File: config.mk
export PLATFORM = sky130hd
export DESIGN_NAME = redmule_stream_fifo
export DESIGN_NICKNAME = d
export VERILOG_FILES = /design/src/source/redmule_stream_fifo.sv
export SDC_FILE = /design/constraint.sdc
export NUM_CORES = 1
export LEC_CHECK = 0
export BUFFER_PORTS_ARGS = -buffer_cell sky130_fd_sc_hd__buf_2
export CORE_ASPECT_RATIO = 0.6
export CORE_MARGIN = 2
export CORE_UTILIZATION = 45
export CTS_CLUSTER_SIZE = 12
export DETAILED_ROUTE_END_ITERATION = 10
export GPL_ROUTABILITY_DRIVEN = 0
export SETUP_SLACK_MARGIN = 0.5
export SYNTH_ARGS = -nofsm -noshare
export SYNTH_HDL_FRONTEND = slang
export SYNTH_SLANG_ARGS = --single-unit
File: constraint.sdc
create_clock -name clk_i -period 2.2 [get_ports clk_i]
set_input_delay 0.11 -clock clk_i [delete_from_list [all_inputs] [get_ports clk_i]]
set_output_delay 0.11 -clock clk_i [all_outputs]
set_load 0.02 [all_outputs]
File: src/source/redmule_stream_fifo.sv
// Valid/ready stream FIFO
`timescale 1ns/1ps
`default_nettype none

module redmule_stream_fifo #(
  parameter int unsigned DATA_W = 32,
  parameter int unsigned DEPTH  = 4
) (
  input  logic              clk_i,
  input  logic              reset_i,
  input  logic [DATA_W-1:0] push_data_i,
  input  logic              push_valid_i,
  output logic              push_ready_o,
  output logic [DATA_W-1:0] pop_data_o,
  output logic              pop_valid_o,
  input  logic              pop_ready_i
);

  localparam int unsigned PTR_W = (DEPTH > 1) ? $clog2(DEPTH) : 1;
  localparam int unsigned CNT_W = $clog2(DEPTH + 1);

  logic [DATA_W-1:0] mem_q [DEPTH];
  logic [PTR_W-1:0]  wr_ptr_q;
  logic [PTR_W-1:0]  rd_ptr_q;
  logic [CNT_W-1:0]  count_q;
  logic [CNT_W-1:0]  count_d;
  logic              ready_q;
  logic              push;
  logic              pop;

  function automatic logic [PTR_W-1:0] next_ptr(input logic [PTR_W-1:0] ptr);
    return (ptr == PTR_W'(DEPTH - 1)) ? '0 : ptr + 1'b1;
  endfunction

  assign push    = push_valid_i & ready_q;
  assign pop     = pop_valid_o & pop_ready_i;
  assign count_d = count_q + CNT_W'(push) - CNT_W'(pop);

  // Head entry shows while stored
  assign pop_valid_o  = (count_q != '0);
  assign pop_data_o   = mem_q[rd_ptr_q];
  assign push_ready_o = ready_q;

  always_ff @(posedge clk_i) begin
    if (reset_i) begin
      wr_ptr_q <= '0;
      rd_ptr_q <= '0;
      count_q  <= '0;
      ready_q  <= 1'b0;
    end else begin
      if (push) wr_ptr_q <= next_ptr(wr_ptr_q);
      if (pop) rd_ptr_q <= next_ptr(rd_ptr_q);
      count_q <= count_d;
      // Ready drops only once the buffer holds DEPTH entries
      ready_q <= (count_d != CNT_W'(DEPTH));
    end
  end

  always_ff @(posedge clk_i) begin
    if (push) mem_q[wr_ptr_q] <= push_data_i;
  end

  assert property (@(posedge clk_i) disable iff (reset_i) count_q <= CNT_W'(DEPTH))
    else $error("stream FIFO count above depth");

endmodule

`default_nettype wire

# Word level (Yosys, flattened, before mapping)
# Memories as Yosys holds them, arrays and structs flattened. A register that Yosys moved wholly into a read port is not among the register bits.
# Index checks and enable logic that the tools add are counted.
# op_classes
addsub,4
n_eq_ne,3
muxes,6
bitwise_logic,2
n_reduce_logical,1
# op_table
operator,n
two-way mux 2 bit,4
"adder 2 x 1 -> 2 bit, second input constant",2
"equality test 2 bit, second input constant",2
adder 3 x 1 -> 3 bit,1
"!= test 3 bit, second input constant",1
nonzero test 3 bit,1
subtractor 3 x 1 -> 3 bit,1
AND 1 bit,2
two-way mux 1 bit,2
# word_totals
reg_bits,8
ram_bits,128
input_bits,36
elab_cells,21
memories,1
# mem_list
memory,depth,word_bits,rd,rd_ports_with_merged_regs,write_ports,line,rtl
mem_q,4,32,1,1,1,22,logic [DATA_W-1:0] mem_q [DEPTH];

# Longest topological paths before layout
# logic_depth
word_depth,4
mapped_depth,7
mapped_depth_nobuf,7

# Least setup slack after synthesis
# OpenSTA, ideal clock, no wires.
# synth_path
kind,reg2reg
startpoint,reg count_q[1]
endpoint,reg ready_q (netlist: push_ready_o)
arrival_ps,1905
t_required_ps,2080
path_slack_ps,175
path_stages_with_launch,8
n_path_buf,0
cell_sequence,dfxtp_1 -> o31a_1 -> ha_1 -> inv_1 -> ha_1 -> fa_1 -> xor3_1 -> o31a_1
# synth_between
elab_chain_len,4
word_cells_on_any_way,5
classes_between,add/sub: 2; eq/ne: 1; bitwise: 1; reduce/logical: 1
# synth_lines
item,line,rtl
"start, declared",25,logic [CNT_W-1:0] count_q;
"start signal, assigned",53,count_q <= count_d;
"parallel branches: the longest is 2 deep, another holds adder 3 x 1 -> 3 bit",-,
subtractor 3 x 1 -> 3 bit (*),37,assign count_d = count_q + CNT_W'(push) - CNT_W'(pop);
!= test 3 bit (*),55,ready_q <= (count_d != CNT_W'(DEPTH));
"end signal, assigned",55,
"end, declared",27,logic ready_q;
# Mark *: on every way between the ends.
# A chain may end at the register's enable or synchronous reset.

# Final worst setup path
# layout_path
startpoint,reg count_q[2]
endpoint,reg ready_q (netlist: push_ready_o)
# The elaborated chain is that of the path after synthesis.

==> flow_summary.toml <==
[sta]
finalSetupTns_ns = 0
max_freq_mhz = 499
slew_headroom_pct = 64.4
fin_skew_ns = 0.00971
fin_crit_sh_pct = 91.2
worst_pin_slew_ns = 0.533
period_minus_slack_ns = 2.01
drv_slew = 0
setup_viol = 0
finalHoldViolations = 0
grt_setup_unrepaired = "yes"

[synth]
synth_mux_area_share_pct = 14.5
synth_top_area_share_pct = 74.3
synth_cells = 215
synthAdderAreaFrac_pct = 2.08
synth_commonest_cells = "128 x edfxtp_1, 30 x mux4_2, 10 x dfxtp_1, 7 x ha_1, 6 x inv_1"
synth_top_family_by_area = "multiplexers"
synth_compound_area_share_pct = 0.919
synth_top_cell_by_area = "edfxtp_1"
synth-main-ff-cell = "edfxtp_1"
synth-xor-area-share_pct = 0.460
synthDistinctLibCells = 27
seq_area_frac_synth_pct = 78.2
async_reset_ff_share_pct = 0
ys_ff_latch = 138
synth-edff-count = 128
post-synth-top-count-cell = "edfxtp_1"
synth-simple-area-share_pct = 1.74
syn-cell-area_sq_mm = 0.00517
yosys_warnings = 0
avgSynthCellArea_sq_um = 24.1
synth.area.top_cells = "edfxtp_1 74%, mux4_2 13%, dfxtp_1 3.9%"
syn_nets = 259

[cts]
numClockSinks = 138
clock_latency_ns = 0.41
clock_tree.htree_level_count = 4
cts_tree = "done"
cts-buffers-inserted = 17
cts_root_buf = "clkbuf_16"
path_clk_slew_ns = 0.06
clockBufferDepth = 2

[routing]
first_pass_iters = 4
drt_iter0_drc = 131
totalWireLength_mm = 9.56
wl_per_cell_microns = 19.0
dr_total_vias = 2518
post-route-drc-count = 0
final_antenna_net_count = 0
via_per_inst = 5.00

[floorplanning]
rows = 30
ios = 70
core_area_sq_mm = 0.0113
dieWidth_microns = 142
die-area_sq_mm = 0.0124
die_h_microns = 87.0
initial_utilization_pct = 45.9

[layout]
final_core_util_pct = 62.4
syn_to_final_growth_pct = 35.9
diodes = 0
final_net_count = 392
n_fill_cell = 792
layout-drive-gt1-share_pct = 45.0

[power]
peakVddDrop_mv = 0.627
leakagePower_nw = 2.47
powerDensity_mw_per_mm2 = 1200

[setup_path]
path_cells = "o31a_1, ha_1, inv_1, ha_2, fa_2, xor3_1, o31a_1"
crit_top_cell = "o31a_1"
critPathTopFamily = "adder cells"
slowest_delay_ns = 0.33
critPathSlowestCell = "fa_2"
worstSetupEndpointType = "flip-flop"
criticalPathCategory = "reg -> reg"
arrival_ns = 2.30
critical_path_buf_inv_count = 1
cp.required_ns = 2.49
worstPathMaxFanout = 2
critPathLaunchType = "flip-flop"

[outcome]
status = "finished clean"

[global_route]
grt_max_degree = 33
grt_usage_pct = 17.3
grt_pass1_wl_mm = 15.0
first_global_vias = 2786
grt_overflow = 0
antenna_found_initial = 0

[job]
drv_cap = 0

[min_path]
hold_path.class = "in -> reg"

[placement]
dpl.hpwl_mm = 5.21
io_buffers = 69
## cell type report
class                   instances  area, sq um  share of cell area [%]
flip-flops and latches        138         4060                    57.7
repair buffers                121         1150                    16.4
multi-input cells              64         1030                    14.7
clock buffers                  18          429                    6.11
well taps                     144          180                    2.56
clock inverters                13          153                    2.17
inverters                       6         22.5                   0.320
## cell usage in the layout (no fill, tap or decap), types with 2 or more instances in the layout
cell type,count
clkinv_2,2
o31a_1,2
inv_1,6
clkinv_4,2
and3_2,3
clkinvlp_4,2
buf_16,3
nor2b_1,2
dfxtp_4,2
ha_1,6
mux4_2,32
nand2b_1,2
dfxtp_1,5
buf_4,10
edfxtp_1,128
clkbuf_16,17
buf_12,6
buf_2,37
dfxtp_2,3
buf_6,32
dlygate4sd3_1,33
bufinv_16,3
clkinv_1,3
## final timing paths
path	from	end	cells after the start	slack [ns]
hold / removal	push_valid_i	wr_ptr_q[1]	3	0.04
setup / recovery	count_q[2]	push_ready_o	7	0.19
setup reg to reg	count_q[2]	push_ready_o	7	0.19
hold reg to reg	rd_ptr_q[1]	flip-flop	2	0.51
## cell families (layout without fill, tap and decap cells)
group                      count (synthesis)  count (layout)
and+or+nand+nor                           15              15
buffers and inverters                     13             158
adders and majority gates                  8               8
xor gates and xnor gates                   1               1
muxes                                     34              34
AOI/OAI and AO/OA                          6               6
DFF                                      138             138
## report_power, final
part | internal, mW | switching [mW]
logic | 1.33 | 1.08
registers | 3.13 | 0.112
clock network | 1.76 | 1.01
total | 6.22 | 2.20
## registers in the layout, indices dropped and copies added (netlist names), named ones only
name and count:
mem_q 128, rd_ptr_q 2, count_q 3, push_ready_o 1
wr_ptr_q 2
## worst min-delay path: stages
cell and delay, ns:
buf_2 0.14, nand3_1 0.09, a21oi_1 0.05
## per-stage QoR
step	hold WS, ns	setup WS, ns	power (mW)	instance area, sq um	std cells
2_1_floorplan	0.174	0.234	4.54	5180	215
5_1_grt	0.0464	0.124	8.81	7030	504
3_3_place_gp	0.325	0.184	4.96	5720	427
3_5_place_dp	0.327	0.158	5.00	5720	427
4_1_cts	0.0225	0.204	8.37	6950	502
6_report	0.0397	0.195	8.43	7030	504
## timing repair
action | in CTS | in global routing
hold buffers | 33 | 0
setup endpoints to repair | 67 | 35
cloned | 3 | 0
resized for setup | 57 | 23
pin swaps | 1 | 0
setup buffers | 8 | 2
endpoints found under the hold margin | 132 | 0
## layer usage
layer  track usage, %  vias up  share of wire [%]
met5                0        -                  0
met4             8.10        0                1.5
met3             4.89       13                5.0
met2             26.5       60                 46
met1             23.5     1271                 47
li1                 -     1174                  -
(Power assumes the default switching activity.)
