==> src/source/redmule_defs.svh <==
// Matrix engine size macros
`ifndef REDMULE_DEFS_SVH
`define REDMULE_DEFS_SVH

// Element and accumulator widths
`define REDMULE_ELEM_W 8
`define REDMULE_ACC_W 32

// Array shape: w beat and z row width, x beat width and z row count
`define REDMULE_ARRAY_H 4
`define REDMULE_ARRAY_W 4

// Step count width, K runs from 1 to 255
`define REDMULE_K_W 8

// Stream FIFO depths
`define REDMULE_IN_DEPTH 4
`define REDMULE_OUT_DEPTH 2

// Register port address width
`define REDMULE_ADDR_W 4

`endif

==> src/source/redmule_pkg.sv <==
// Matrix engine shared types
`default_nettype none

`include "redmule_defs.svh"

package redmule_pkg;

  // Datapath elements
  typedef logic signed [`REDMULE_ELEM_W-1:0] elem_t;
  typedef logic signed [`REDMULE_ACC_W-1:0] acc_t;

  // One x column, one w row, one z row
  typedef elem_t [`REDMULE_ARRAY_W-1:0] x_vec_t;
  typedef elem_t [`REDMULE_ARRAY_H-1:0] w_vec_t;
  typedef acc_t [`REDMULE_ARRAY_H-1:0] z_row_t;

  typedef logic [$clog2(`REDMULE_ARRAY_W)-1:0] row_idx_t;
  typedef logic [`REDMULE_K_W-1:0] k_cnt_t;

  // Register map
  typedef enum logic [`REDMULE_ADDR_W-1:0] {
    REG_K       = 'd0,
    REG_TRIGGER = 'd1,
    REG_STATUS  = 'd2
  } reg_addr_e;

  typedef enum logic [1:0] {
    S_IDLE,
    S_STREAM,
    S_DRAIN
  } sched_state_e;

  // Periph port, wen high means write
  typedef struct packed {
    logic                       req;
    logic                       wen;
    logic [`REDMULE_ADDR_W-1:0] addr;
    logic [31:0]                wdata;
  } periph_req_t;

  typedef struct packed {
    logic        gnt;
    logic        r_valid;
    logic [31:0] r_data;
  } periph_rsp_t;

  // Everything one scheduler replica drives
  typedef struct packed {
    logic     x_ready;
    logic     w_ready;
    logic     step;
    logic     clear_acc;
    logic     z_valid;
    row_idx_t z_row;
    logic     done;
  } sched_ctrl_t;

endpackage

`default_nettype wire

==> src/source/redmule_scheduler.sv <==
// Job sequencing FSM
`timescale 1ns/1ps
`default_nettype none

`include "redmule_defs.svh"

module redmule_scheduler (
  input  logic                     clk_i,
  input  logic                     reset_i,
  input  logic                     start_i,
  input  redmule_pkg::k_cnt_t      k_i,
  input  logic                     x_valid_i,
  input  logic                     w_valid_i,
  input  logic                     z_ready_i,
  output redmule_pkg::sched_ctrl_t ctrl_o
);

  import redmule_pkg::*;

  localparam row_idx_t LAST_ROW = row_idx_t'(`REDMULE_ARRAY_W - 1);

  sched_state_e state_q;
  sched_state_e state_d;
  k_cnt_t       k_q;
  k_cnt_t       step_cnt_q;
  row_idx_t     row_q;
  logic         launch;
  logic         step;
  logic         push;
  logic         last_step;
  logic         last_row;

  assign launch    = (state_q == S_IDLE) && start_i;
  // One step per cycle where both input heads are present
  assign step      = (state_q == S_STREAM) && x_valid_i && w_valid_i;
  assign push      = (state_q == S_DRAIN) && z_ready_i;
  assign last_step = (step_cnt_q == k_q - k_cnt_t'(1));
  assign last_row  = (row_q == LAST_ROW);

  always_comb begin
    state_d = state_q;
    case (state_q)
      S_IDLE: begin
        if (start_i) state_d = S_STREAM;
      end
      S_STREAM: begin
        if (step && last_step) state_d = S_DRAIN;
      end
      S_DRAIN: begin
        if (push && last_row) state_d = S_IDLE;
      end
      default: state_d = S_IDLE;
    endcase
  end

  always_ff @(posedge clk_i) begin
    if (reset_i) begin
      state_q    <= S_IDLE;
      step_cnt_q <= '0;
      row_q      <= '0;
    end else begin
      state_q <= state_d;
      if (launch) begin
        step_cnt_q <= '0;
        row_q      <= '0;
      end else begin
        if (step) step_cnt_q <= step_cnt_q + k_cnt_t'(1);
        if (push) row_q <= row_q + row_idx_t'(1);
      end
    end
  end

  // K is held for the whole job
  always_ff @(posedge clk_i) begin
    if (launch) k_q <= k_i;
  end

  always_comb begin
    ctrl_o           = '0;
    ctrl_o.x_ready   = step;
    ctrl_o.w_ready   = step;
    ctrl_o.step      = step;
    ctrl_o.clear_acc = launch;
    ctrl_o.z_valid   = (state_q == S_DRAIN);
    ctrl_o.z_row     = row_q;
    ctrl_o.done      = push && last_row;
  end

  // A stalled row stays on offer until the z FIFO takes it
  assert property (@(posedge clk_i) disable iff (reset_i)
    ctrl_o.z_valid && !z_ready_i |=> ctrl_o.z_valid && $stable(ctrl_o.z_row))
    else $error("z row dropped under back-pressure");

  // Rows are offered only in drain, once all K steps are in
  assert property (@(posedge clk_i) disable iff (reset_i)
    ctrl_o.z_valid |-> state_q == S_DRAIN && step_cnt_q == k_q)
    else $error("z valid outside drain");

endmodule

`default_nettype wire

==> config.mk <==
export PLATFORM = sky130hd
export DESIGN_NAME = redmule_scheduler
export DESIGN_NICKNAME = d
export VERILOG_FILES = /design/src/source/redmule_pkg.sv /design/src/source/redmule_scheduler.sv
export VERILOG_INCLUDE_DIRS = /design/src /design/src/source
export SDC_FILE = /design/constraint.sdc
export NUM_CORES = 1
export LEC_CHECK = 0
export BUFFER_PORTS_ARGS = -buffer_cell sky130_fd_sc_hd__buf_4
export CORE_MARGIN = 2
export CORE_UTILIZATION = 25
export DETAILED_ROUTE_END_ITERATION = 7
export SYNTH_ARGS = -nofsm -noshare
export SYNTH_HDL_FRONTEND = slang
export SYNTH_SLANG_ARGS = --single-unit
==> constraint.sdc <==
create_clock -name clk_i -period 2.7 [get_ports clk_i]
set_input_delay 0.54 -clock clk_i [delete_from_list [all_inputs] [get_ports clk_i]]
set_output_delay 0.54 -clock clk_i [all_outputs]
set_load 0.01 [all_outputs]
## Yosys cells after proc, flatten, opt, wreduce, memory -nomap -nowiden

Index checks and enable logic that the tools add are counted.

- Input bits: 14
- Word-level logic and storage cells: 27
- Output and inout bits: 8
- Flip-flop bits (word level): 20

- Muxes and demuxes: 4
- Equal/unequal tests: 7
- Reduce and logical (&&, ||, !) cells: 9
- Add/sub/neg operators: 3

Operator list:

| cell | count |
|---|---|
| $add 8x1->8 const B | 1 |
| $eq 8x8->1 | 1 |
| $sub 8x1->8 const B | 1 |
| $logic_and 1x1->1 | 6 |
| $mux 2 | 3 |
| $pmux 2 s3 | 1 |
| $eq 2x2->1 const B | 2 |
| $ne 2x2->1 const B | 2 |
| $reduce_and 3->1 | 1 |
| $add 2x1->2 const B | 1 |
| $eq 2x1->1 const B | 1 |
| $logic_not 2->1 | 1 |
| $ne 2x1->1 const B | 1 |
| $reduce_or 2->1 | 1 |

## Depth between registers and ports, before layout

- Depth in word-level cells: 6
- Depth in mapped cells: 8
- Depth with buffers taken out: 8

## Worst setup path before layout

No wires, ideal clock.

- Path kind: input to output
- From: input port start_i
- To: output port ctrl_o[4] in the netlist's numbering
- Path slack: 553 ps
- Data required time: 2160 ps
- Buffers on the path: 1
- Stages: 2
- Data arrival time: 1607 ps
- Cell sequence: nor3b_1 buf_4

RTL lines:

| element | line | text |
|---|---|---|
| from (decl) | redmule_scheduler.sv:10 | `input logic start_i,` |
| to (decl) | redmule_scheduler.sv:15 | `output redmule_pkg::sched_ctrl_t ctrl_o` |

## Final worst setup path

- From: register k_q[0]
- To: register state_q[0]

- Longest elaborated chain between the ends: 5

Ends and longest elaborated chain:

| element | line | text |
|---|---|---|
| from (decl) | redmule_scheduler.sv:24 | `k_cnt_t k_q;` |
| from (signal assigned) | redmule_scheduler.sv:75 | `if (launch) k_q <= k_i;` |
| $sub 8x1->8 | redmule_scheduler.sv:37 | `assign last_step = (step_cnt_q == k_q - k_cnt_t'(1));` |
| $eq 8x8->1 | redmule_scheduler.sv:37 |  |
| $logic_and 1x1->1 | redmule_scheduler.sv:47 | `if (step && last_step) state_d = S_DRAIN;` |
| $ne 2x1->1 (no line) | n/a |  |
| $reduce_and 3->1 (no line) | n/a |  |
| to (signal assigned) | redmule_scheduler.sv:62 | `state_q <= state_d;` |
| to (decl) | redmule_scheduler.sv:22 | `sched_state_e state_q;` |

Every way passes these cells.
A chain may end at the register's enable or synchronous reset.

==> flow_summary.ini <==
[outcome]
outcome = finished, final reports clean

[power_and_ir_drop]
swShare = 0.223
comb_power_share = 0.106
power_switching_mw = 0.132
p_per_area_nw_per_um2 = 460
seq_power_share = 0.560
clock_power_share = 0.334
max-vdd-ir-drop_mv = 0.243
cellLeakagePower_nw = 0.499
intPower_mw = 0.463

[yosys]
synth_cell_types = 33
synth_cells = 105
async_reset_ff_frac = 0
yosys_most_used_dff = dfxtp_1
seq_area_frac_synth = 0.450
synthesis.area_sq_um = 1070
synth_edf_count = 8
avgSynthCellArea_sq_um = 10.2
ys_warn_count = 0
synthesis.nets = 122
synth_seq_cells = 20

[layout]
multiInputGateArea_sq_um = 526
area_delta_synth_final_pct = 21.2
ff_latch_area_sq_um = 480
diodes = 0
mostFrequentLayoutCells = 22 x buf_4, 12 x dfxtp_1, 10 x nor2_1
nNetsFinal = 142
final_common_cell = buf_4
drive_gt1_frac = 0.242
fillers = 427

[floorplanning]
num_rows = 23
io_pins = 22
dieArea_sq_um = 4810
die_h_microns = 69.3
fp.coreArea_sq_um = 4060
die_x_microns = 69.3
start_util = 0.263

[hold_path]
min_path_type = in -> reg

[setup_path]
start_kind = flop
critPathArrivalTime_ns = 2.23
rr_worst_depth = 8
crit_fanout = 8
cp_num_buf_inv = 1
required_ns = 2.86
endpoint = state_q[0]
path_depth = 8
r2r-start = k_q[0]
cp_top_family = compound AO/OA/AOI/OAI gates
rrSetupSlack_ns = 0.63
critPathLaunch = k_q[0]
r2r_end = state_q[0]
cpPeakStageDelay_ns = 0.45
critical_path.cell_chain = inv_1 > ha_1 > nand2b_1 > a21oi_1 > a311o_1 > a2111oi_4 > o21ai_2 > o211a_1
crit_type = reg -> reg
cp_slowest_cell = edfxtp_1
cp-end-kind = flop

[clock_network]
clk_pin_slew_ns = 0.07
cts_made_buffers = 3
cts_resized = 0
cts-root-buf = clkbuf_8
htreeDepth = 1
post-cts-setup-buffer-count = 0
holdBufCountCts = 0
cts.sinks = 20
cts_tree = built
worstSkewPairLatency_ns = 0.26
cts_buffer_depth = 2

[route]
wl_per_cell_microns = 11.4
routed_via_density = 4.41
drtPass1Iterations = 4
drt_iter0_drc = 6
vias = 768
route.detailed.drc = 0
postRouteAntennaNets = 0
wl_mm = 1.98

[sta]
tightest_slew_ns = 0.419
rsz0062_at_grt = false
clock_skew_ns = 0.00652
tns_ns = 0
period_needed_ns = 2.07
relSlewSlack = 0.721
setup_violations = 0
finalCritPeriodShare = 0.767
fmax_mhz = 483
hold_slack_ns = 0.443
hold_violations = 0
slew_viol_final = 0

[grt]
grt_pass1_wl_mm = 3.50
overflow = 0
antenna_found_initial = 0
grt_pass1_vias = 809
grt_max_degree = 12
grt_use_total = 0.0892

[placed_design]
gp_congestion = 0.901
numPortBuffers = 21
hpwl_mm = 1.59

[job]
max_cap_viol_count = 0
## stage by stage
step	cells	area [sq um]	util	setup WS [ns]	total power, mW
finish	174	1290	0.319	0.629	0.595
global route	174	1290	0.319	0.489	0.624
CTS	174	1290	0.319	0.621	0.608
detailed placement	170	1250	0.308	0.628	0.404
global placement	170	1250	0.308	0.720	0.402
floorplan	105	1070	-	0.553	0.379
## cells in the mapped netlist (2+ instances only)
| cell type | count | area (sq um) |
|---|---|---|
| xor2_1 | 9 | 78.8 |
| nor2_1 | 10 | 37.5 |
| dfxtp_1 | 12 | 240 |
| a21oi_1 | 4 | 20.0 |
| edfxtp_1 | 8 | 240 |
| and3_1 | 4 | 25.0 |
| nor2b_1 | 2 | 12.5 |
| o21ai_0 | 2 | 10.0 |
| inv_1 | 4 | 15.0 |
| nand3b_1 | 2 | 15.0 |
| ha_1 | 3 | 37.5 |
| xnor2_1 | 8 | 70.1 |
| nand4_1 | 5 | 31.3 |
| buf_4 | 5 | 37.5 |
| nor3b_1 | 2 | 15.0 |
| nand2_1 | 7 | 26.3 |
| nand3_1 | 2 | 10.0 |
## power by group through the flow
stage          clock network (mW)  logic (mW)  registers, mW
6_report                    0.199      0.0629          0.334
5_1_grt                     0.220      0.0695          0.334
4_1_cts                     0.210      0.0639          0.334
3_3_place_gp                    0      0.0615          0.340
3_5_place_dp                    0      0.0636          0.340
2_1_floorplan                   0      0.0410          0.338
## worst min-delay path by stage
| stage | startpoint | endpoint | slack (ns) | depth (start not counted) |
|---|---|---|---|---|
| finish | reset_i | state_q[1] | 0.44 | 2 |
| global route | k_i[2] | k_q[2] | 0.44 | 1 |
| CTS | reset_i | state_q[1] | 0.43 | 2 |
| detailed placement | row_q[1] | row_q[1] | 0.48 | 2 |
| global placement | row_q[1] | row_q[1] | 0.47 | 2 |
| floorplan | step_cnt_q[5] | step_cnt_q[5] | 0.48 | 2 |
## cell type report
type,instances,share of cell area
sequential,20,0.371
timing repair buffer,22,0.128
tap,50,0.0484
clock buffer,4,0.0348
inverter,4,0.0116
multi-input combinational,74,0.406
## layer usage
layer	wire length (microns)	track usage	share of wire	vias to the layer above
met4	35	0.0545	0.018	0
met3	78	0.0174	0.039	4
met1	883	0.102	0.45	346
met5	0	0	0	-
li1	-	-	-	400
met2	985	0.152	0.50	18
## logic make-up after synthesis
logic type	after synthesis	share of synthesized area
AO/OA/AOI/OAI	12	0.0973
XOR/XNOR	17	0.140
adder cells (fa/ha/maj)	3	0.0352
buffers and inverters	11	0.0574
flip-flops	20	0.450
multiplexers	1	0.00938
AND/OR/NAND/NOR	41	0.211
## state kept, by name, indices dropped and copies added (netlist names)
register	count
k_q	8
state_q	2
row_q	2
step_cnt_q	8
Note: power is estimated with default switching activity, not from simulation.
