### src/source/redmule_defs.svh
// Matrix engine size macros
`ifndef REDMULE_DEFS_SVH
`define REDMULE_DEFS_SVH

// Element and accumulator widths
`define REDMULE_ELEM_W 8
`define REDMULE_ACC_W 32

// Array shape: w beat and z row width, x beat width and z row count
`define REDMULE_ARRAY_H 4
`define REDMULE_ARRAY_W 4

// Step count width, K runs from 1 to 255
`define REDMULE_K_W 8

// Stream FIFO depths
`define REDMULE_IN_DEPTH 4
`define REDMULE_OUT_DEPTH 2

// Register port address width
`define REDMULE_ADDR_W 4

`endif

### src/source/redmule_pkg.sv
// Matrix engine shared types
`default_nettype none

`include "redmule_defs.svh"

package redmule_pkg;

  // Datapath elements
  typedef logic signed [`REDMULE_ELEM_W-1:0] elem_t;
  typedef logic signed [`REDMULE_ACC_W-1:0] acc_t;

  // One x column, one w row, one z row
  typedef elem_t [`REDMULE_ARRAY_W-1:0] x_vec_t;
  typedef elem_t [`REDMULE_ARRAY_H-1:0] w_vec_t;
  typedef acc_t [`REDMULE_ARRAY_H-1:0] z_row_t;

  typedef logic [$clog2(`REDMULE_ARRAY_W)-1:0] row_idx_t;
  typedef logic [`REDMULE_K_W-1:0] k_cnt_t;

  // Register map
  typedef enum logic [`REDMULE_ADDR_W-1:0] {
    REG_K       = 'd0,
    REG_TRIGGER = 'd1,
    REG_STATUS  = 'd2
  } reg_addr_e;

  typedef enum logic [1:0] {
    S_IDLE,
    S_STREAM,
    S_DRAIN
  } sched_state_e;

  // Periph port, wen high means write
  typedef struct packed {
    logic                       req;
    logic                       wen;
    logic [`REDMULE_ADDR_W-1:0] addr;
    logic [31:0]                wdata;
  } periph_req_t;

  typedef struct packed {
    logic        gnt;
    logic        r_valid;
    logic [31:0] r_data;
  } periph_rsp_t;

  // Everything one scheduler replica drives
  typedef struct packed {
    logic     x_ready;
    logic     w_ready;
    logic     step;
    logic     clear_acc;
    logic     z_valid;
    row_idx_t z_row;
    logic     done;
  } sched_ctrl_t;

endpackage

`default_nettype wire

### src/source/redmule_ctrl.sv
// Register port and job control
`timescale 1ns/1ps
`default_nettype none

`include "redmule_defs.svh"

module redmule_ctrl (
  input  logic                     clk_i,
  input  logic                     reset_i,
  input  redmule_pkg::periph_req_t periph_req_i,
  output redmule_pkg::periph_rsp_t periph_rsp_o,
  input  logic                     done_i,
  input  logic                     fault_i,
  output logic                     start_o,
  output redmule_pkg::k_cnt_t      k_o,
  output logic                     busy_o,
  output logic                     evt_o
);

  import redmule_pkg::*;

  reg_addr_e   addr;
  k_cnt_t      k_q;
  k_cnt_t      k_wr;
  logic        busy_q;
  logic        evt_q;
  logic        wr;
  logic        rd;
  logic        r_valid_q;
  logic [31:0] r_data_q;
  logic [31:0] r_data_d;

  assign addr = reg_addr_e'(periph_req_i.addr);
  assign wr   = periph_req_i.req && periph_req_i.wen;
  assign rd   = periph_req_i.req && !periph_req_i.wen;
  assign k_wr = k_cnt_t'(periph_req_i.wdata);

  // Trigger while busy is dropped
  assign start_o = wr && (addr == REG_TRIGGER) && !busy_q;

  always_comb begin
    case (addr)
      REG_K:      r_data_d = {{(32 - `REDMULE_K_W){1'b0}}, k_q};
      REG_STATUS: r_data_d = {30'b0, fault_i, busy_q};
      default:    r_data_d = '0;
    endcase
  end

  always_ff @(posedge clk_i) begin
    if (reset_i) begin
      k_q       <= k_cnt_t'(1);
      busy_q    <= 1'b0;
      evt_q     <= 1'b0;
      r_valid_q <= 1'b0;
    end else begin
      // Zero steps makes no job, keep at least one
      if (wr && addr == REG_K) k_q <= (k_wr == '0) ? k_cnt_t'(1) : k_wr;
      if (start_o) begin
        busy_q <= 1'b1;
      end else if (done_i) begin
        busy_q <= 1'b0;
      end
      evt_q     <= done_i;
      r_valid_q <= rd;
    end
  end

  always_ff @(posedge clk_i) begin
    if (rd) r_data_q <= r_data_d;
  end

  assign periph_rsp_o.gnt     = periph_req_i.req;
  assign periph_rsp_o.r_valid = r_valid_q;
  assign periph_rsp_o.r_data  = r_data_q;

  assign k_o    = k_q;
  assign busy_o = busy_q;
  assign evt_o  = evt_q;

  assert property (@(posedge clk_i) disable iff (reset_i) start_o |-> !busy_o ##1 busy_o)
    else $error("start issued while busy");

endmodule

`default_nettype wire

### config.mk
export PLATFORM = sky130hd
export DESIGN_NAME = redmule_ctrl
export DESIGN_NICKNAME = d
export VERILOG_FILES = /design/src/source/redmule_pkg.sv /design/src/source/redmule_ctrl.sv
export VERILOG_INCLUDE_DIRS = /design/src /design/src/source
export SDC_FILE = /design/constraint.sdc
export NUM_CORES = 1
export LEC_CHECK = 0
export BUFFER_PORTS_ARGS = -buffer_cell sky130_fd_sc_hd__buf_2
export CAP_MARGIN = 30
export CORE_MARGIN = 2
export CORE_UTILIZATION = 37
export CTS_BUF_LIST = sky130_fd_sc_hd__clkbuf_8 sky130_fd_sc_hd__clkbuf_16
export DETAILED_ROUTE_END_ITERATION = 8
export PLACE_DENSITY_LB_ADDON = 0.25
export SLEW_MARGIN = 20
export SYNTH_ARGS = -nofsm -noshare
export SYNTH_HDL_FRONTEND = slang
export SYNTH_SLANG_ARGS = --single-unit
### constraint.sdc
create_clock -name clk_i -period 1.2 [get_ports clk_i]
set_input_delay 0.12 -clock clk_i [delete_from_list [all_inputs] [get_ports clk_i]]
set_output_delay 0.12 -clock clk_i [all_outputs]
set_load 0.01 [all_outputs]
* Yosys cells after proc, flatten, opt, wreduce, memory -nomap -nowiden
Index checks and enable logic that the tools add are counted.
** Storage, ports and cells
- Logic and storage cells :: 21
- Flip-flop bits (word level) :: 43
- Input port bits :: 42
- Output and inout port bits :: 45
** Operators by class
- Equal/unequal tests :: 2
- Reductions and logical operators :: 10
- Multiplexer cells :: 4
** Operators with widths (count)
- case mux 8 bit (2 select lines) :: 1
- logical NOT 8 bit :: 1
- two-way mux 8 bit :: 1
- logical AND 1 bit :: 5
- equality test 4 x 1 -> 1 bit, second input constant :: 1
- equality test 4 x 2 -> 1 bit, second input constant :: 1
- logical NOT 4 bit :: 1
- logical NOT 1 bit :: 2
- two-way mux 1 bit :: 2
- nonzero test 2 bit :: 1

* Depth between registers and ports, before layout
Gate-level depths: netlist of the first run.
- Depth after elaboration :: 4
- Depth in mapped cells :: 4
- Mapped depth without buffers :: 3

* Worst setup path before layout of the first run
Ideal clock, no wire load.
- Path kind :: input port to flip-flop
- Start :: input periph_req_i[4] (netlist bit)
- End :: register k_q[0], in the netlist k_o[0]
- Buffers on the path :: 0
- Cell stages on the path :: 3
- Slack :: 134 ps
- Data arrival time :: 1009 ps
- Required time :: 1143 ps
- Cells stage by stage :: or4_1 > o41ai_2 > o32a_2
** On the way
- Word-level cells in the longest chain between the ends :: 2
** RTL lines
- start, declared :: RTL line redmule_ctrl.sv:10 : input redmule_pkg::periph_req_t periph_req_i,
- logical NOT 8 bit :: RTL line redmule_ctrl.sv:57 : if (wr && addr == REG_K) k_q <= (k_wr == '0) ? k_cnt_t'(1) : k_wr;
- two-way mux 8 bit :: RTL line redmule_ctrl.sv:57
- end signal, assigned :: RTL line redmule_ctrl.sv:51 : k_q <= k_cnt_t'(1);
- end signal, assigned :: RTL line redmule_ctrl.sv:57
- end, declared :: RTL line redmule_ctrl.sv:23 : k_cnt_t k_q;
No other way between the ends.
A chain may end at the register's enable or synchronous reset.

* Final worst setup path of the first run
- Start :: register busy_q, in the netlist busy_o
- End :: output start_o
** On the way
- Word-level cells in the longest chain between the ends :: 2
** RTL lines
- start, declared :: RTL line redmule_ctrl.sv:25 : logic busy_q;
- start signal, assigned :: RTL line redmule_ctrl.sv:52 : busy_q <= 1'b0;
- start signal, assigned :: RTL line redmule_ctrl.sv:59 : busy_q <= 1'b1;
- start signal, assigned :: RTL line redmule_ctrl.sv:61 : busy_q <= 1'b0;
- logical NOT 1 bit :: RTL line redmule_ctrl.sv:39 : assign start_o = wr && (addr == REG_TRIGGER) && !busy_q;
- logical AND 1 bit :: RTL line redmule_ctrl.sv:39
- end, declared :: RTL line redmule_ctrl.sv:14 : output logic start_o,
No other way between the ends.

==> key figures, run 1 <==
Run status
  • Status: finished, final reports clean

Clock network
  • CTS tree: done
  • CTS sink count: 19
  • CTS Buf Count: 3
  • Hold-fix buffers at CTS: 0
  • Setup bufs post-CTS: 0
  • Clk pin slew, worst setup/hold paths: 0.07 ns
  • Post-CTS sizing: 0
  • H-tree Lvls: 1
  • Skew-Pair Late Insertion Delay: 0.25 ns
  • Bufs on Longest Clock Path: 2
  • Root Buffer: clkbuf_8

Critical path
  • CP max-delay cell: dfxtp_1
  • Worst path top cell family by delay: flip-flops
  • Type of origin of the critical path: flip-flop
  • Worst Path Required: 1.08 ns
  • Crit Path Class: flip-flop to output pin
  • CP Buf/Inv Count: 1
  • Worst Path Max Fanout: 4
  • R2R setup slack: 0.32 ns
  • Stages on worst setup path: 2
  • CP Cell Sequence: and4b_4, buf_2
  • Arr. time, crit path: 1.04 ns
  • Reg2reg path depth: 2
  • FF-to-FF Start: busy_o$_SDFFE_PP0P_
  • CP Capture Type: output pin
  • R2r endpoint: busy_o$_SDFFE_PP0P_
  • Worst path max stage delay: 0.34 ns

Die
  • Die Span Y: 56.2 um
  • Ports: 87
  • Die width: 56.2 um
  • Core area: 0.00252 mm^2
  • Die area: 0.00316 mm^2
  • Initial Utilization: 40.0%
  • Row cnt: 18

STA
  • Final setup violation count: 0
  • Post-Route Skew: 0.00228 ns
  • Final hold viol count: 0
  • Setup TNS Final: 0 ns
  • Min Clock Period, post-route: 1.16 ns
  • Unrepaired setup endpoints after global routing: false
  • Fin crit share: 96.6%
  • Achievable clock frequency: 863 MHz
  • Slew Limit Fails: 0

Drt
  • Drt initial violations: 10
  • Post-route ant nets: 0
  • Final WL: 1790 um
  • Vias post-DR: 745
  • Vias per cell: 4.43
  • DRC: 0
  • TritonRoute pass-1 iters: 4
  • Routed len/inst: 10.6 um

Power
  • Sw Share: 23.5%
  • P_sw: 298 uW
  • Flop pwr share: 54.4%
  • Lkg Pwr: 0.557 nW
  • Clock power share: 33.1%
  • Pint: 970 uW
  • Peak supply drop: 0.591 mV
  • Total Power: 1.27 mW
  • Power per cell area: 1060 mW/mm^2
  • Comb pwr share: 12.5%

Synth
  • Synth Area in Simple Gates: 20.1%
  • Share of the synthesized area in the top cell type: 23.8%
  • Synth Area in Adders: 0%
  • Ys Warns: 0
  • Syn Area/Cell: 10.4 um^2
  • Dominant cells by area after synthesis: edfxtp_1 (24%), dfxtp_1 (22%), buf_4 (19%)
  • Mapped Area: 0.00101 mm^2
  • Sequential fraction of the synthesis area: 45.6%
  • Largest family of logic cells by synthesized area: buffers and inverters
  • Post-synth cell types: 25
  • Mux contribution to synthesized area: 1.98%
  • Mapped Cells: 97
  • Synth Register Bits: 19
  • Synth Area in Compound Gates: 10.7%
  • XOR/XNOR Fraction of Synth Area: 0%
  • Largest area contributor in the netlist: edfxtp_1

Finish
  • Area growth, synth to finish: 18.0%
  • Core Util, Final: 47.2%
  • Number of diodes: 0
  • Share of cells above drive strength 1: 36.2%
  • Final Instance Area: 0.00119 mm^2
  • Layout fillers: 255
  • # nets final: 181

Min path
  • Hold Path End: evt_o$_SDFF_PP0_
  • Hold WC Path Type: input pin to flip-flop
  • Hold Crit Depth: 2
  • Hold_sp: done_i

Global route
  • Vias in the first global route: 636
  • Total track usage: 11.3%
  • Largest net degree at the start of global routing: 13
  • First-pass GRT wire length: 2850 um
  • Initial antenna violation count: 0
  • Gr ovfl total: 0

Flow run
  • Max-cap violations: 0

Place
  • Placer Congestion: 0.745
  • Placed Area: 0.00115 mm^2
  • Placed wire-length estimate: 1470 um
  • Number of port buffers: 38
[flip-flops by register name, summed over array words and instances (netlist names)]
| signal | cells |
|---|---|
| busy_o | 1 |
| r_data_q | 8 |
| evt_o | 1 |
| r_valid_q | 1 |
| k_o | 8 |
[cells by family (layout without fill, tap and decap cells)]
| kind of cell | Yosys count | in the layout |
|---|---|---|
| simple gates | 29 | 29 |
| buf+inv | 29 | 47 |
| flops | 19 | 19 |
| compound gates | 17 | 17 |
| mux | 2 | 2 |
| other cells | 1 | 24 |
[placed cells by master (no fill, tap or decap), types with 2 or more instances in the layout]
| master | synthesis | final |
|---|---|---|
| a21oi_1 | 7 | 7 |
| and2_1 | 6 | 6 |
| buf_2 | 1 | 38 |
| buf_4 | 26 | 5 |
| clkbuf_8 | 0 | 3 |
| conb_1 | 1 | 24 |
| dfxtp_1 | 11 | 11 |
| edfxtp_1 | 8 | 8 |
| mux2i_1 | 2 | 2 |
| nand4b_1 | 7 | 7 |
| nor2_1 | 4 | 4 |
| nor2b_1 | 4 | 4 |
| o21ai_0 | 7 | 7 |
[how the worst max path moves through the flow]
stage	start	end
after floorplan	periph_req_i[4]	k_o[0]$_SDFFE_PP1P_
after global placement	periph_req_i[4]	k_o[0]$_SDFFE_PP1P_
after detailed placement	periph_req_i[32]	r_data_q[2]$_DFFE_PP_
after CTS	busy_o$_SDFFE_PP0P_	start_o
after global routing	busy_o$_SDFFE_PP0P_	start_o
final	busy_o$_SDFFE_PP0P_	start_o
[per-layer routing]
metal  GRT usage (%)  vias up  wire, um
met1            15.0      332       814
met3            3.02        0       183
li1                -      374         -
met4            4.08        0         0
met2            17.5       39       789
met5               0        -         0
[cell type report]
| cell class | count | area (um^2) | share of cell area, % |
|---|---|---|---|
| Tap cell | 30 | 37.5 | 3.15 |
| Multi-Input combinational cell | 72 | 420 | 35.3 |
| Timing Repair Buffer | 43 | 228 | 19.1 |
| Sequential cell | 19 | 460 | 38.7 |
| Clock inverter | 1 | 3.75 | 0.315 |
| Clock buffer | 3 | 41.3 | 3.47 |
[synth_stat cells, drive strengths merged]
cell type / instances
conb: 1
nand4b: 7
buf: 28
nand2: 1
and2: 6
edfxtp: 8
o21ai: 7
and4b: 1
and3b: 1
or3: 1
nor2b: 4
clkbuf: 1
a21oi: 7
or4: 1
o32a: 1
o21ba: 1
mux2i: 2
nor3: 1
nand3b: 1
nor2: 5
o41ai: 1
dfxtp: 11
[power by group through the flow]
stage | Combinational [mW] | Sequential (mW) | Clock, mW
final | 0.159 | 0.689 | 0.420
after CTS | 0.158 | 0.689 | 0.430
after global routing | 0.174 | 0.690 | 0.461
after floorplan | 0.141 | 0.712 | 0
after detailed placement | 0.157 | 0.704 | 0
after global placement | 0.155 | 0.703 | 0
[stage by stage]
stage	worst slack, ns	hold slack [ns]	std cells
CTS	0.0325	0.117	168
global route	0.00575	0.139	168
global placement	-0.0302	0.362	164
floorplan	0.134	0.248	120
detailed placement	-0.0345	0.365	164
finish	0.0408	0.118	168
[worst register-to-register path, stage by stage (launching register included)]
cell,delay (ns)
dfxtp_1,0.38
and4b_4,0.22
o21ba_1,0.17
No activity file was read; power rests on OpenSTA's default activity.
==> inputs of run 2 (changes only) <==
--- a/config.mk
+++ b/config.mk
@@ -6,13 +6,14 @@
 export SDC_FILE = /design/constraint.sdc
 export NUM_CORES = 1
 export LEC_CHECK = 0
+export ABC_CLOCK_PERIOD_IN_PS = 1200
 export BUFFER_PORTS_ARGS = -buffer_cell sky130_fd_sc_hd__buf_2
 export CAP_MARGIN = 30
 export CORE_MARGIN = 2
 export CORE_UTILIZATION = 37
 export CTS_BUF_LIST = sky130_fd_sc_hd__clkbuf_8 sky130_fd_sc_hd__clkbuf_16
 export DETAILED_ROUTE_END_ITERATION = 8
-export PLACE_DENSITY_LB_ADDON = 0.25
+export PLACE_DENSITY = 0.78
 export SLEW_MARGIN = 20
 export SYNTH_ARGS = -nofsm -noshare
 export SYNTH_HDL_FRONTEND = slang
==> run 2 against run 1 <==
  * Routed wire length up 4.9%
  * First-iteration DRC count unchanged
  * Die area stayed put
  * Sequential power barely moved
  * Clock power rose by 5.2%
  * Utilization decreased by 0.20 points
  * Via count rose by 1.5%
  * Combinational power barely moved
  * Largest cell class unchanged
==> key figures, run 2 (same netlist as run 1, synthesis figures left out) <==
Die
  • Initial Utilization: 40.0% (unchanged)
  • Die width: 56.2 um (unchanged)
  • Die area: 0.00316 mm^2 (unchanged)
  • Die Span Y: 56.2 um (unchanged)
  • Core area: 0.00252 mm^2 (unchanged)
  • Ports: 87 (unchanged)
  • Row cnt: 18 (unchanged)

Critical path
  • Worst Path Required: 1.08 ns (about the same)
  • CP max-delay cell: dfxtp_2
  • Crit Path Class: flip-flop to output pin
  • Arr. time, crit path: 1.03 ns (about the same)
  • Type of origin of the critical path: flip-flop
  • CP Capture Type: output pin
  • Reg2reg path depth: 2 (unchanged)
  • Worst path max stage delay: 0.33 ns (about the same)
  • R2R setup slack: 0.37 ns (+0.05 ns)
  • Worst Path Max Fanout: 4 (unchanged)
  • CP Cell Sequence: and4b_4, buf_2

Place
  • Number of port buffers: 38 (unchanged)
  • Placer Congestion: 0.705 (-5.4%)
  • Placed wire-length estimate: 1520 um (+3.3%)
  • Placed Area: 0.00114 mm^2 (-0.66%)

Clock network
  • CTS sink count: 19 (unchanged)
  • H-tree Lvls: 1 (unchanged)
  • CTS tree: done
  • Hold-fix buffers at CTS: 0 (unchanged)
  • CTS Buf Count: 3 (unchanged)
  • Root Buffer: clkbuf_8
  • Bufs on Longest Clock Path: 2 (unchanged)
  • Skew-Pair Late Insertion Delay: 0.26 ns (about the same)
  • Clk pin slew, worst setup/hold paths: 0.07 ns (about the same)

STA
  • Final hold viol count: 0 (unchanged)
  • Final setup violation count: 0 (unchanged)
  • Min Clock Period, post-route: 1.15 ns (-0.00868 ns)
  • Achievable clock frequency: 869 MHz (+0.75%)
  • Worst hold margin: 0.0855 ns (-0.0322 ns)
  • Slew Limit Fails: 0 (unchanged)
  • Post-Route Skew: 0.00461 ns (+0.00233 ns)
  • Unrepaired setup endpoints after global routing: false
  • Fin crit share: 95.9% (-0.72 points)

Power
  • Pint: 972 uW (+0.22%)
  • P_sw: 316 uW (+6.1%)
  • Comb pwr share: 12.1% (-0.4 points)
  • Peak supply drop: 0.578 mV (-2.2%)
  • Flop pwr share: 53.5% (-0.9 points)
  • Clock power share: 34.4% (+1.3 points)
  • Lkg Pwr: 0.551 nW (-1.0%)
  • Sw Share: 24.5% (+1.0 points)
  • Power per cell area: 1090 mW/mm^2 (+2.0%)
  • Total Power: 1.29 mW (+1.6%)

Finish
  • Area growth, synth to finish: 17.5%
  • Number of diodes: 0 (unchanged)
  • Leading cell types in the layout, fill and taps excluded: buf_2 (38), conb_1 (24), dfxtp_1 (10)
  • Layout fillers: 246 (-3.5%)
  • Commonest non-fill, non-tap cell in the layout: buf_2
  • # nets final: 180 (-0.55%)
  • Share of cells above drive strength 1: 37.2% (+0.99 points)
  • Final Instance Area: 0.00119 mm^2 (-0.42%)

Drt
  • Post-route ant nets: 0 (unchanged)
  • Vias post-DR: 756 (+1.5%)
  • Vias per cell: 4.53 (+2.1%)
  • Routed len/inst: 11.2 um (+5.6%)
  • TritonRoute pass-1 iters: 4 (unchanged)
  • Drt initial violations: 10 (unchanged)
  • DRC: 0 (unchanged)
  • Final WL: 1880 um (+4.9%)

Global route
  • Total track usage: 11.8% (+0.57 points)
  • Gr ovfl total: 0 (unchanged)
  • Initial antenna violation count: 0 (unchanged)
  • Largest net degree at the start of global routing: 13 (unchanged)
  • Vias in the first global route: 651 (+2.4%)
  • First-pass GRT wire length: 2900 um (+1.7%)

Min path
  • Hold WC Path Type: input pin to flip-flop
  • Hold Crit Depth: 2 (unchanged)

Flow run
  • Max-cap violations: 0 (unchanged)

Run status
  • Status: finished, final reports clean
==> run 2: cell count changes in the layout (fill, tap and decap cells not counted) <==
cell and change:
buf_4 -1, dfxtp_2 +1, clkinv_2 +1, inv_1 -1, dfxtp_1 -1
==> run 2: stage by stage <==
stage | utilization (%) | setup slack [ns] | std cells | TNS (ns)
2_1_floorplan | - | 0.134 | 120 | 0
3_3_place_gp | 45.1 | -0.0132 | 163 | -0.0476
3_5_place_dp | 45.1 | -0.0317 | 163 | -0.173
4_1_cts | 47.0 | 0.0231 | 167 | 0
5_1_grt | 47.0 | 0.0176 | 167 | 0
6_report | 47.0 | 0.0495 | 167 | 0
==> run 2: final cells by class <==
type                            instances  area, um^2  area share, %
Clock inverter                          1        5.00          0.422
Multi-Input combinational cell         72         420           35.4
Sequential cell                        19         462           38.9
Tap cell                               30        37.5           3.16
Clock buffer                            3        41.3           3.48
Timing Repair Buffer                   42         220           18.6
==> run 2: per-layer routing <==
layer	routed length, um	GRT usage, %	part of all wire (%)	up-vias
met5	0	0	0	-
met1	754	13.8	40	335
li1	-	-	-	370
met4	19	5.10	1.0	0
met2	879	20.2	47	49
met3	221	3.26	12	2
==> run 2: path summary, 6_finish.rpt <==
check,start,endpoint
worst max-delay path,busy_o$_SDFFE_PP0P_,start_o
worst min-delay path,done_i,evt_o$_SDFF_PP0_
worst max register to register,busy_o$_SDFFE_PP0P_,busy_o$_SDFFE_PP0P_
worst min register to register,k_o[3]$_SDFFE_PP0P_,k_o[3]$_SDFFE_PP0P_
==> run 2: worst max-delay path: cells and delay by family (launching register included) <==
family | cells | cell delay, ns
DFF | 1 | 0.33
buffers and inverters | 1 | 0.13
and+or+nand+nor | 1 | 0.32
==> run 2: timing repair <==
item | in CTS | in global routing
setup buffers | 0 | 0
setup endpoints to repair | 0 | 1
gates resized for setup | 0 | 1
==> run 2: power groups by stage <==
stage / clock network, mW / logic, mW / registers (mW)
after floorplan: 0 / 0.141 / 0.712
after global placement: 0 / 0.153 / 0.703
after detailed placement: 0 / 0.155 / 0.704
after CTS: 0.453 / 0.155 / 0.689
after global routing: 0.469 / 0.170 / 0.691
final: 0.442 / 0.156 / 0.689
==> inputs of run 3 (changes only) <==
--- a/config.mk
+++ b/config.mk
@@ -7,7 +7,7 @@
 export NUM_CORES = 1
 export LEC_CHECK = 0
 export ABC_CLOCK_PERIOD_IN_PS = 1200
-export BUFFER_PORTS_ARGS = -buffer_cell sky130_fd_sc_hd__buf_2
+export BUFFER_PORTS_ARGS = -buffer_cell sky130_fd_sc_hd__clkbuf_2
 export CAP_MARGIN = 30
 export CORE_MARGIN = 2
 export CORE_UTILIZATION = 37
==> run 3 against run 2 <==
  * Flip-flop and latch count is the same
  * Worst setup slack lost 0.010 ns
  * Via count grew 0.26%
  * Sequential power is essentially flat
  * Sequential share of layout area is the same
  * Maximum frequency shrank 0.89%
  * Critical path type unchanged
  * Largest cell class unchanged
==> key figures, run 3 (same netlist as run 1, synthesis figures left out) <==
Power
  • Total Power: 1.29 mW (+0.28%)
  • Power per cell area: 1090 mW/mm^2 (+0.28%)
  • Peak supply drop: 0.496 mV (-14%)
  • Lkg Pwr: 0.548 nW (-0.60%)

STA
  • Achievable clock frequency: 861 MHz (-0.89%)
  • Final WS setup: 0.0391 ns (-0.0104 ns)
  • Final setup violation count: 0 (unchanged)
  • Worst hold margin: 0.0848 ns (-0.000703 ns)
  • Final hold viol count: 0 (unchanged)
  • Fin crit share: 96.7% (+0.86 points)
  • Post-Route Skew: 0.00143 ns (-0.00318 ns)
  • Min Clock Period, post-route: 1.16 ns (+0.0104 ns)
  • Unrepaired setup endpoints after global routing: false
  • Slew Limit Fails: 0 (unchanged)

Global route
  • Total track usage: 12.3% (+0.52 points)
  • Gr ovfl total: 0 (unchanged)
  • Initial antenna violation count: 0 (unchanged)
  • Largest net degree at the start of global routing: 13 (unchanged)
  • First-pass GRT wire length: 3040 um (+4.8%)
  • Vias in the first global route: 684 (+5.1%)

Die
  • Die width: 56.2 um (unchanged)
  • Row cnt: 18 (unchanged)
  • Initial Utilization: 40.0% (unchanged)
  • Ports: 87 (unchanged)
  • Die Span Y: 56.2 um (unchanged)
  • Die area: 0.00316 mm^2 (unchanged)
  • Core area: 0.00252 mm^2 (unchanged)

Clock network
  • Bufs on Longest Clock Path: 2 (unchanged)
  • H-tree Lvls: 1 (unchanged)
  • CTS sink count: 19 (unchanged)
  • CTS Buf Count: 3 (unchanged)
  • Clk pin slew, worst setup/hold paths: 0.07 ns (about the same)
  • Root Buffer: clkbuf_8
  • Skew-Pair Late Insertion Delay: 0.26 ns (about the same)
  • CTS tree: done

Place
  • Placed wire-length estimate: 1530 um (+0.76%)
  • Inst Count DP: 163 (unchanged)
  • Number of port buffers: 38 (unchanged)
  • Dpl ws: -0.0288 ns (+0.00297 ns)
  • Placer Congestion: 0.704 (-0.18%)

Drt
  • Routed len/inst: 11.4 um (+1.5%)
  • DRC: 0 (unchanged)
  • Post-route ant nets: 0 (unchanged)
  • TritonRoute pass-1 iters: 4 (unchanged)
  • Vias per cell: 4.54 (+0.26%)
  • Final WL: 1900 um (+1.5%)
  • Vias post-DR: 758 (+0.26%)
  • Drt initial violations: 11 (+1)

Flow run
  • Max-cap violations: 0 (unchanged)

Finish
  • Final non-filler cell total: 167 (unchanged)
  • Area growth, synth to finish: 17.5% (unchanged)
  • Leading cell types in the layout, fill and taps excluded: clkbuf_2 (38), conb_1 (24), dfxtp_1 (10)
  • Layout fillers: 262 (+6.5%)
  • Number of diodes: 0 (unchanged)
  • Commonest non-fill, non-tap cell in the layout: clkbuf_2
  • # nets final: 180 (unchanged)
  • Share of cells above drive strength 1: 37.2% (unchanged)

Critical path
  • Type of origin of the critical path: flip-flop
  • Worst path max stage delay: 0.34 ns (about the same)
  • Crit Path Class: flip-flop to output pin
  • CP Capture Type: output pin
  • Arr. time, crit path: 1.04 ns (about the same)
  • CP Cell Sequence: and4b_4, clkbuf_2
  • Worst Path Required: 1.08 ns (about the same)
  • Worst Path Max Fanout: 4 (unchanged)
  • CP max-delay cell: dfxtp_2

Run status
  • Status: finished, final reports clean

Min path
  • Hold WC Path Type: input pin to flip-flop
run 3: final timing paths:
| kind | from | end | slack (ns) | depth (start not counted) |
|---|---|---|---|---|
| min reg2reg | k_o[2]$_SDFFE_PP0P_ | k_o[2]$_SDFFE_PP0P_ | 0.49 | 2 |
| min | done_i | evt_o$_SDFF_PP0_ | 0.08 | 2 |
| max | busy_o$_SDFFE_PP0P_ | start_o | 0.04 | 2 |
| max reg2reg | busy_o$_SDFFE_PP0P_ | busy_o$_SDFFE_PP0P_ | 0.37 | 2 |
run 3: layout make-up:
cell class	count	area, um^2	share of cell area (%)
clock buffers	3	41.3	3.48
repair buffers	42	220	18.6
clock inverters	1	5.00	0.422
well taps	30	37.5	3.16
flip-flops and latches	19	462	38.9
multi-input cells	72	420	35.4
run 3: where the power goes:
part	switching (mW)	internal [mW]	total, mW
combinational	0.100	0.0558	0.156
clock	0.215	0.231	0.446
sequential	0.00428	0.685	0.690
run 3: through the flow:
step / area (um^2) / setup TNS, ns / util, %
finish: 1190 / 0 / 47.0
global route: 1190 / 0 / 47.0
CTS: 1180 / 0 / 47.0
detailed placement: 1140 / -0.0860 / 45.1
global placement: 1140 / 0 / 45.1
floorplan: 1100 / 0 / -
run 3: what timing repair did:
item                                    4_1_cts  5_1_grt
resized for setup                             0        1
endpoints found under the setup margin        0        1
buffers inserted                              0        0
hold buffers                                  0        0
run 3: worst max-delay path, delay by kind of cell (launching register included):
family	cells	cell delay, ns
AND/OR/NAND/NOR	1	0.32
buffers and inverters	1	0.13
flip-flops	1	0.34
run 3: layer usage:
metal  global-route usage, %  vias up  part of all wire, %
met4                    6.12        0                  2.2
met1                    13.6      330                   40
met5                       0        -                    0
met2                    21.3       52                   46
met3                    3.72        5                   11
li1                        -      371                    -
